## src/romPkg.sv

```systemverilog
package romPkg;

	// Field widths of the ROM side of the P bus
	localparam int sRomAddrWidth = 16;	// Fix ROM address lines
	localparam int cRomAddrWidth = 24;	// Sprite C ROM address lines
	localparam int l0RomAddrWidth = 16;	// Line zoom ROM address lines
	localparam int romByteWidth = 8;	// Byte-wide ROM data
	localparam int palNibbleWidth = 4;	// Fix palette index

	// Fix ROM address as it sits on the low two bus bytes
	typedef logic [sRomAddrWidth-1:0] sRomAddr;

	// Sprite C ROM address takes the whole bus
	typedef logic [cRomAddrWidth-1:0] cRomAddr;

	// L0 ROM address seen while nVCS is low
	typedef logic [l0RomAddrWidth-1:0] l0RomAddr;

	// One data byte
	// Also carries sprite X position and sprite palette
	typedef logic [romByteWidth-1:0] romByte;

	// Fix palette number
	typedef logic [palNibbleWidth-1:0] palNibble;

endpackage

```

## src/pbusPkg.sv

```systemverilog
package pbusPkg;

	localparam int slotBits = 4;	// 16 slots per frame
	localparam int pbusWidth = 24;	// Shared bus width

	typedef logic [slotBits-1:0] slotIndex;	// Slot number 0 to 15
	typedef logic [pbusWidth-1:0] pbusWord;	// One bus word

	// Slot map boundaries
	localparam slotIndex fixAddrSlot = 4'd0;	// Fix ROM address
	localparam slotIndex xPosFirstSlot = 4'd1;	// Sprite X window start
	localparam slotIndex xPosLastSlot = 4'd5;	// Sprite X window end
	localparam slotIndex fixPalSlot = 4'd6;	// Fix palette
	localparam slotIndex sprAddrSlot = 4'd8;	// Sprite C ROM address
	localparam slotIndex l0FirstSlot = 4'd9;	// First nVCS cycle
	localparam slotIndex l0LastSlot = 4'd13;	// Last nVCS cycle
	localparam slotIndex sprPalSlot = 4'd14;	// Sprite palette
	localparam slotIndex frameEndSlot = 4'd15;	// Idle and request reload

	// What the bus carries in a slot
	typedef enum logic [2:0] {
		SLOT_FIX_ADDR,	// Slot 0
		SLOT_XPOS,	// Slots 1 to 5
		SLOT_FIX_PAL,	// Slot 6
		SLOT_SPR_ADDR,	// Slot 8
		SLOT_L0_ADDR,	// Slots 9 to 13
		SLOT_SPR_PAL,	// Slot 14
		SLOT_IDLE	// Slots 7 and 15
	} slotKind;

	// Address sources for one frame
	typedef struct packed {
		romPkg::sRomAddr sAddr;	// Fix tile row address
		romPkg::palNibble fixPal;	// Fix palette
		romPkg::cRomAddr cAddr;	// Sprite tile address
		romPkg::romByte sprPal;	// Sprite palette
		romPkg::romByte sprXPos;	// Sprite X position
		romPkg::l0RomAddr l0Addr;	// Line zoom lookup
	} pbusRequest;

	// Values held by the latches on the ROM boards
	typedef struct packed {
		romPkg::sRomAddr fixRomAddr;	// Fix ROM address latch
		romPkg::romByte sprXPos;	// X position latch
		romPkg::palNibble fixPal;	// Fix palette latch
		romPkg::cRomAddr sprRomAddr;	// C ROM address latch
		romPkg::romByte sprPal;	// Sprite palette latch
		romPkg::romByte l0Data;	// Zoom ROM byte
	} pbusCapture;

endpackage

```

## src/pbusRequestLatch.sv

```systemverilog
`timescale 1ns/1ps

module pbusRequestLatch (
	input logic CLK_24M,
	input logic nRESET,
	input logic frameLoad,	// High in slot 15 only
	input pbusPkg::pbusRequest reqIn,	// Free-running sources
	output pbusPkg::pbusRequest reqHeld	// Stable for a whole frame
);

	// Sources may move at any time
	// The bus must see one set per frame
	// Loaded on the edge that closes slot 15 so slot 0 sees new values
	always_ff @(posedge CLK_24M)
	begin
		if (!nRESET)
			reqHeld <= '0;	// First frame after reset carries zeros
		else if (frameLoad)
			reqHeld <= reqIn;	// Take all fields at once
	end

endmodule

```

## src/pbusCycle.sv

```systemverilog
`timescale 1ns/1ps

module pbusCycle (
	input logic CLK_24M,
	input logic nRESET,
	input pbusPkg::pbusRequest reqHeld,	// Frame sources
	output pbusPkg::slotIndex slot,	// Current slot
	output logic frameLoad,	// Last slot of the frame
	output pbusPkg::pbusWord pbus,	// Shared P bus
	output logic nVCS	// L0 ROM chip select
);

	pbusPkg::slotKind kind;	// Decoded slot use

	// Free-running slot counter
	always_ff @(posedge CLK_24M)
	begin
		if (!nRESET)
			slot <= '0;
		else
			slot <= slot + 1'b1;	// Wraps 15 to 0
	end

	// Slot to bus use
	always_comb
	begin
		if (slot == pbusPkg::fixAddrSlot)
			kind = pbusPkg::SLOT_FIX_ADDR;
		else if ((slot >= pbusPkg::xPosFirstSlot) && (slot <= pbusPkg::xPosLastSlot))
			kind = pbusPkg::SLOT_XPOS;	// Repeated five times
		else if (slot == pbusPkg::fixPalSlot)
			kind = pbusPkg::SLOT_FIX_PAL;
		else if (slot == pbusPkg::sprAddrSlot)
			kind = pbusPkg::SLOT_SPR_ADDR;
		else if ((slot >= pbusPkg::l0FirstSlot) && (slot <= pbusPkg::l0LastSlot))
			kind = pbusPkg::SLOT_L0_ADDR;	// Zoom ROM window
		else if (slot == pbusPkg::sprPalSlot)
			kind = pbusPkg::SLOT_SPR_PAL;
		else
			kind = pbusPkg::SLOT_IDLE;	// Slots 7 and 15
	end

	// Bus word builder
	// Unused bytes stay at zero
	always_comb
	begin
		pbus = '0;
		case (kind)
			pbusPkg::SLOT_FIX_ADDR:
				pbus[15:0] = reqHeld.sAddr;	// Low two bytes
			pbusPkg::SLOT_XPOS:
				pbus[15:8] = reqHeld.sprXPos;	// Middle byte only
			pbusPkg::SLOT_FIX_PAL:
				pbus[19:16] = reqHeld.fixPal;	// Low nibble of top byte
			pbusPkg::SLOT_SPR_ADDR:
				pbus = reqHeld.cAddr;	// Full width
			pbusPkg::SLOT_L0_ADDR:
				pbus[15:0] = reqHeld.l0Addr;	// Held across the window
			pbusPkg::SLOT_SPR_PAL:
				pbus[23:16] = reqHeld.sprPal;	// Top byte
			default:
				pbus = '0;	// Idle slot
		endcase
	end

	assign nVCS = (kind != pbusPkg::SLOT_L0_ADDR);	// Low for slots 9 to 13
	assign frameLoad = (slot == pbusPkg::frameEndSlot);	// Reload point

endmodule

```

## src/pbusDemux.sv

```systemverilog
`timescale 1ns/1ps

module pbusDemux (
	input logic CLK_24M,
	input logic nRESET,
	input pbusPkg::slotIndex slot,	// From the slot counter
	input pbusPkg::pbusWord pbus,	// Shared bus
	input romPkg::romByte l0Data,	// Zoom ROM answer
	output pbusPkg::pbusCapture capOut	// Latched fields
);

	// One strobe per external latch
	typedef struct packed {
		logic fixAddr;
		logic xPos;
		logic fixPal;
		logic sprAddr;
		logic l0Data;
		logic sprPal;
	} capStrobe;

	capStrobe strobe;

	// Each latch closes on the last cycle of its slot
	always_comb
	begin
		strobe.fixAddr = (slot == pbusPkg::fixAddrSlot);
		strobe.xPos = (slot == pbusPkg::xPosLastSlot);	// Last of five X slots
		strobe.fixPal = (slot == pbusPkg::fixPalSlot);
		strobe.sprAddr = (slot == pbusPkg::sprAddrSlot);
		strobe.l0Data = (slot == pbusPkg::l0LastSlot);	// End of nVCS window
		strobe.sprPal = (slot == pbusPkg::sprPalSlot);
	end

	// Field latches
	always_ff @(posedge CLK_24M)
	begin
		if (!nRESET)
			capOut <= '0;
		else
		begin
			if (strobe.fixAddr)
				capOut.fixRomAddr <= pbus[15:0];	// Fix ROM board address
			if (strobe.xPos)
				capOut.sprXPos <= pbus[15:8];	// X position byte
			if (strobe.fixPal)
				capOut.fixPal <= pbus[19:16];	// Fix palette nibble
			if (strobe.sprAddr)
				capOut.sprRomAddr <= pbus;	// Whole word
			if (strobe.l0Data)
				capOut.l0Data <= l0Data;	// ROM has settled by now
			if (strobe.sprPal)
				capOut.sprPal <= pbus[23:16];	// Upper byte
		end
	end

endmodule

```

## src/pbusTop.sv

```systemverilog
`timescale 1ns/1ps

module pbusTop (
	input logic CLK_24M,
	input logic nRESET,
	input pbusPkg::pbusRequest reqIn,	// Address sources
	input romPkg::romByte l0Data,	// From the L0 ROM
	output pbusPkg::pbusWord pbus,	// To ROM boards and palette
	output logic nVCS,	// L0 ROM select
	output pbusPkg::pbusCapture capOut	// Demultiplexed values
);

	pbusPkg::pbusRequest reqHeld;	// Frame-stable sources
	pbusPkg::slotIndex slot;	// Shared slot number
	logic frameLoad;	// Reload pulse

	// Input side
	pbusRequestLatch requestLatch (
		.CLK_24M(CLK_24M),
		.nRESET(nRESET),
		.frameLoad(frameLoad),
		.reqIn(reqIn),
		.reqHeld(reqHeld)
	);

	// Slot sequencer and bus driver
	pbusCycle cycle (
		.CLK_24M(CLK_24M),
		.nRESET(nRESET),
		.reqHeld(reqHeld),
		.slot(slot),
		.frameLoad(frameLoad),
		.pbus(pbus),
		.nVCS(nVCS)
	);

	// Output side
	pbusDemux demux (
		.CLK_24M(CLK_24M),
		.nRESET(nRESET),
		.slot(slot),
		.pbus(pbus),
		.l0Data(l0Data),
		.capOut(capOut)
	);

endmodule

```

## config.mk

```make
export PLATFORM = sky130hd
export DESIGN_NAME = pbusTop
export DESIGN_NICKNAME = d
export VERILOG_FILES = /design/src/romPkg.sv /design/src/pbusPkg.sv /design/src/pbusRequestLatch.sv /design/src/pbusCycle.sv /design/src/pbusDemux.sv /design/src/pbusTop.sv
export SDC_FILE = /design/constraint.sdc
export NUM_CORES = 1
export LEC_CHECK = 0
export BUFFER_PORTS_ARGS = -buffer_cell sky130_fd_sc_hd__clkbuf_2
export CAP_MARGIN = 20
export CORE_MARGIN = 2
export CORE_UTILIZATION = 50
export DETAILED_ROUTE_END_ITERATION = 10
export HOLD_SLACK_MARGIN = 0.1
export PLACE_DENSITY = 0.85
export SLEW_MARGIN = 20
export SYNTH_ARGS = -nofsm -noshare
export SYNTH_HDL_FRONTEND = slang
export SYNTH_SLANG_ARGS = --single-unit
export TNS_END_PERCENT = 100
```

## constraint.sdc

```tcl
create_clock -name CLK_24M -period 2.1 [get_ports CLK_24M]
set_input_delay 0.21 -clock CLK_24M [delete_from_list [all_inputs] [get_ports CLK_24M]]
set_output_delay 0.21 -clock CLK_24M [all_outputs]
set_load 0.05 [all_outputs]
```

==> flow_metrics.tcl <==
set metrics [dict create \
    status "finished, violations left" \
    violations "setup timing" \
    cts.path.max_buffers 2 \
    placement_rows 40 \
    synth_top_cell_by_area "dfxtp_1" \
    yosys.area.top_type_share_pct 49.3 \
    place_congestion 0.818 \
    arrival_ps 1950 \
    netlist_area_um2 6010 \
    antenna_found_initial 0 \
    fin_ws_ps -56.9 \
    die_h_um 114 \
    tightest_slew_ps 584 \
    dp.cells 979 \
    io_pins 179 \
    clock_skew_ps 7.55 \
    grt_pass1_wl_mm 28.6 \
    wl_per_cell_um 17.0 \
    cellLeakagePower_nw 3.61 \
    power_density_nw_per_um2 719 \
    synth_area_leaders "dfxtp_1, a21boi_0, nand2_1, mux2i_1, nor2b_1" \
    required_ps 1890 \
    cts_sinks 148 \
    hold_viol_final 0 \
    initial_core_util_pct 50.7 \
    async_reset_ff_share_pct 0 \
    vias 5743 \
    postSynthAreaPerCell_um2 8.75 \
    layout-drive-gt1-share_pct 27.5 \
    yosysMostFrequentCell "nand2_1" \
    cts_made_buffers 17 \
    cap_viol_max_count 0 \
    num-nets-final 1029 \
    postLayoutCoreUtil_pct 74.8 \
    drt_iter0_markers 520 \
    syn_nets 777 \
    htree_levels 4 \
    cts_tree "done" \
    clk_latency_ps 420 \
    crit_path_end_kind "output port" \
    ir_drop_uv 568 \
    cp-start-kind "register" \
    worstHoldPathType "in -> reg" \
    rsz0062_at_grt "true" \
    cp_max_fo 9 \
    relSlewSlack_pct 61.1 \
    yosys-top-cells-count "nand2_1, dfxtp_1, a21boi_0, mux2i_1, clkbuf_1" \
    ys_ff_latch 148 \
    port_buffers 178 \
    synth_cell_type_count 31 \
    drt-total-wl_mm 18.7 \
    drv_slew 0 \
    clk_pin_slew_worst_paths_ps 60 \
    die_w_um 114 \
    drt-vias-per-instance 5.22 \
    instances_no_fill 1100 \
    dieArea_um2 12900 \
    grt-ovfl-total 0 \
    fin_crit_sh_pct 103 \
    min_period_ps 2160 \
    multi_input_area_um2 2910 \
    final_antenna_net_count 0 \
    crit_type "reg -> out" \
    grt.total_usage_pct 28.7 \
    grt_pass1_vias 5706 \
    regArea_um2 2970 \
    yosys_warnings 0 \
    fin_area_um2 8870 \
    setup_viol 8 \
    syn2layout_area_growth_pct 47.5 \
    max_freq_mhz 464 \
    dr.pass1.iters 4 \
    synth_edf_count 0 \
    cts_root_buffer "clkbuf_16" \
    grt_start_max_net_pins 77 \
    dp_hpwl_mm 11.0 \
    ys.flop_type "dfxtp_1" \
    dpl-instance-area_um2 7130 \
    drt_drc_violations_left 0 \
    synth_seq_area_share_pct 49.3 \
    synthesis.instances 687 \
    holdWs_ps 267 \
    core_um2 11900 \
    fillerInstances 785 \
]
[power breakdown]
part / switching (W) / internal (W) / total, W
Clock: 0.00114 / 0.00196 / 0.00310
Combinational: 0.000197 / 0.000263 / 0.000460
Sequential: 0.00000770 / 0.00281 / 0.00282
[worst max-delay path: stages (launching register included)]
cell	delay, ps
dfxtp_4	370
inv_4	40
ha_4	180
nor3b_4	160
buf_12	140
and2_4	150
a221o_1	310
buf_12	170
[metrics by stage]
| stage | setup slack [ps] | TNS (ps) | power, W |
|---|---|---|---|
| after floorplan | 41.4 | 0 | 0.00303 |
| after global placement | 125 | 0 | 0.00315 |
| after detailed placement | 71.8 | 0 | 0.00315 |
| after CTS | -88.5 | -626 | 0.00637 |
| after global routing | -117 | -907 | 0.00654 |
| final | -56.9 | -332 | 0.00638 |
[worst paths after layout]
kind	from	end	slack (ps)	cells after the start
max	cycle.slot[0]$_SDFF_PN0_	pbus[1]	-60	7
max reg2reg	cycle.slot[0]$_SDFF_PN0_	demux.capOut[53]$_SDFFE_PN0P_	320	5
min reg2reg	requestLatch.reqHeld[52]$_SDFFE_PN0N_	requestLatch.reqHeld[52]$_SDFFE_PN0N_	460	2
min	nRESET	demux.capOut[61]$_SDFFE_PN0P_	270	2
[area by class of cell]
type / instances / area share [%]
flip-flops and latches: 148 / 33.5
multi-input cells: 484 / 32.8
repair buffers: 284 / 24.6
clock buffers: 23 / 5.39
well taps: 147 / 2.07
clock inverters: 9 / 1.42
inverters: 4 / 0.197
diodes: 1 / 0.0282
[logic make-up (layout without fill, tap and decap cells)]
| group | Yosys count | after routing | synth area share [%] |
|---|---|---|---|
| and+or+nand+nor | 300 | 300 | 21.5 |
| AOI/OAI and AO/OA | 146 | 146 | 18.5 |
| xor gates and xnor gates | 2 | 2 | 0.291 |
| adders and majority gates | 4 | 4 | 0.832 |
| buffers and inverters | 55 | 320 | 4.35 |
| other | 0 | 1 | 0 |
| DFF | 148 | 148 | 49.3 |
| muxes | 32 | 32 | 5.33 |
[state kept, by name, summed over array words and instances, names as in the netlist]
signal and flops:
requestLatch.reqHeld 76, demux.capOut 68, cycle.slot 4
[per-layer routing]
metal | vias to the layer above | part of all wire (%) | wire [µm] | global-route usage, %
met3 | 49 | 5.8 | 1080 | 6.91
li1 | 2780 | - | - | -
met5 | - | 0 | 0 | 0
met2 | 245 | 51 | 9610 | 50.5
met1 | 2669 | 40 | 7400 | 32.8
met4 | 0 | 3.1 | 579 | 13.7
[cell usage in the layout, fill, tap and decap left out, types with 5 or more instances in the layout]
cell           Yosys  layout
buf_12             0      11
and2_0             8       8
clkbuf_16          0      17
mux2i_1           32      32
nand2_1          232     232
buf_6              2       5
dlygate4sd3_1      0      84
dfxtp_1          148     144
a21boi_0         117     117
buf_4              5      17
o21a_1             8       8
and2_4             0       7
nor2b_1           18      17
o22ai_2            0       6
a221o_1            8       8
nand3_1           19      17
clkbuf_8           0       9
clkbuf_2           0     152
[repair_timing]
action | CTS | global route
hold buffers | 84 | 0
setup endpoints to repair | 25 | 23
gates cloned | 0 | 0
endpoints found under the hold margin | 84 | 0
pin swaps | 2 | 10
buffers inserted | 5 | 3
resized for setup | 45 | 41
No activity file was read; power rests on OpenSTA's default activity.
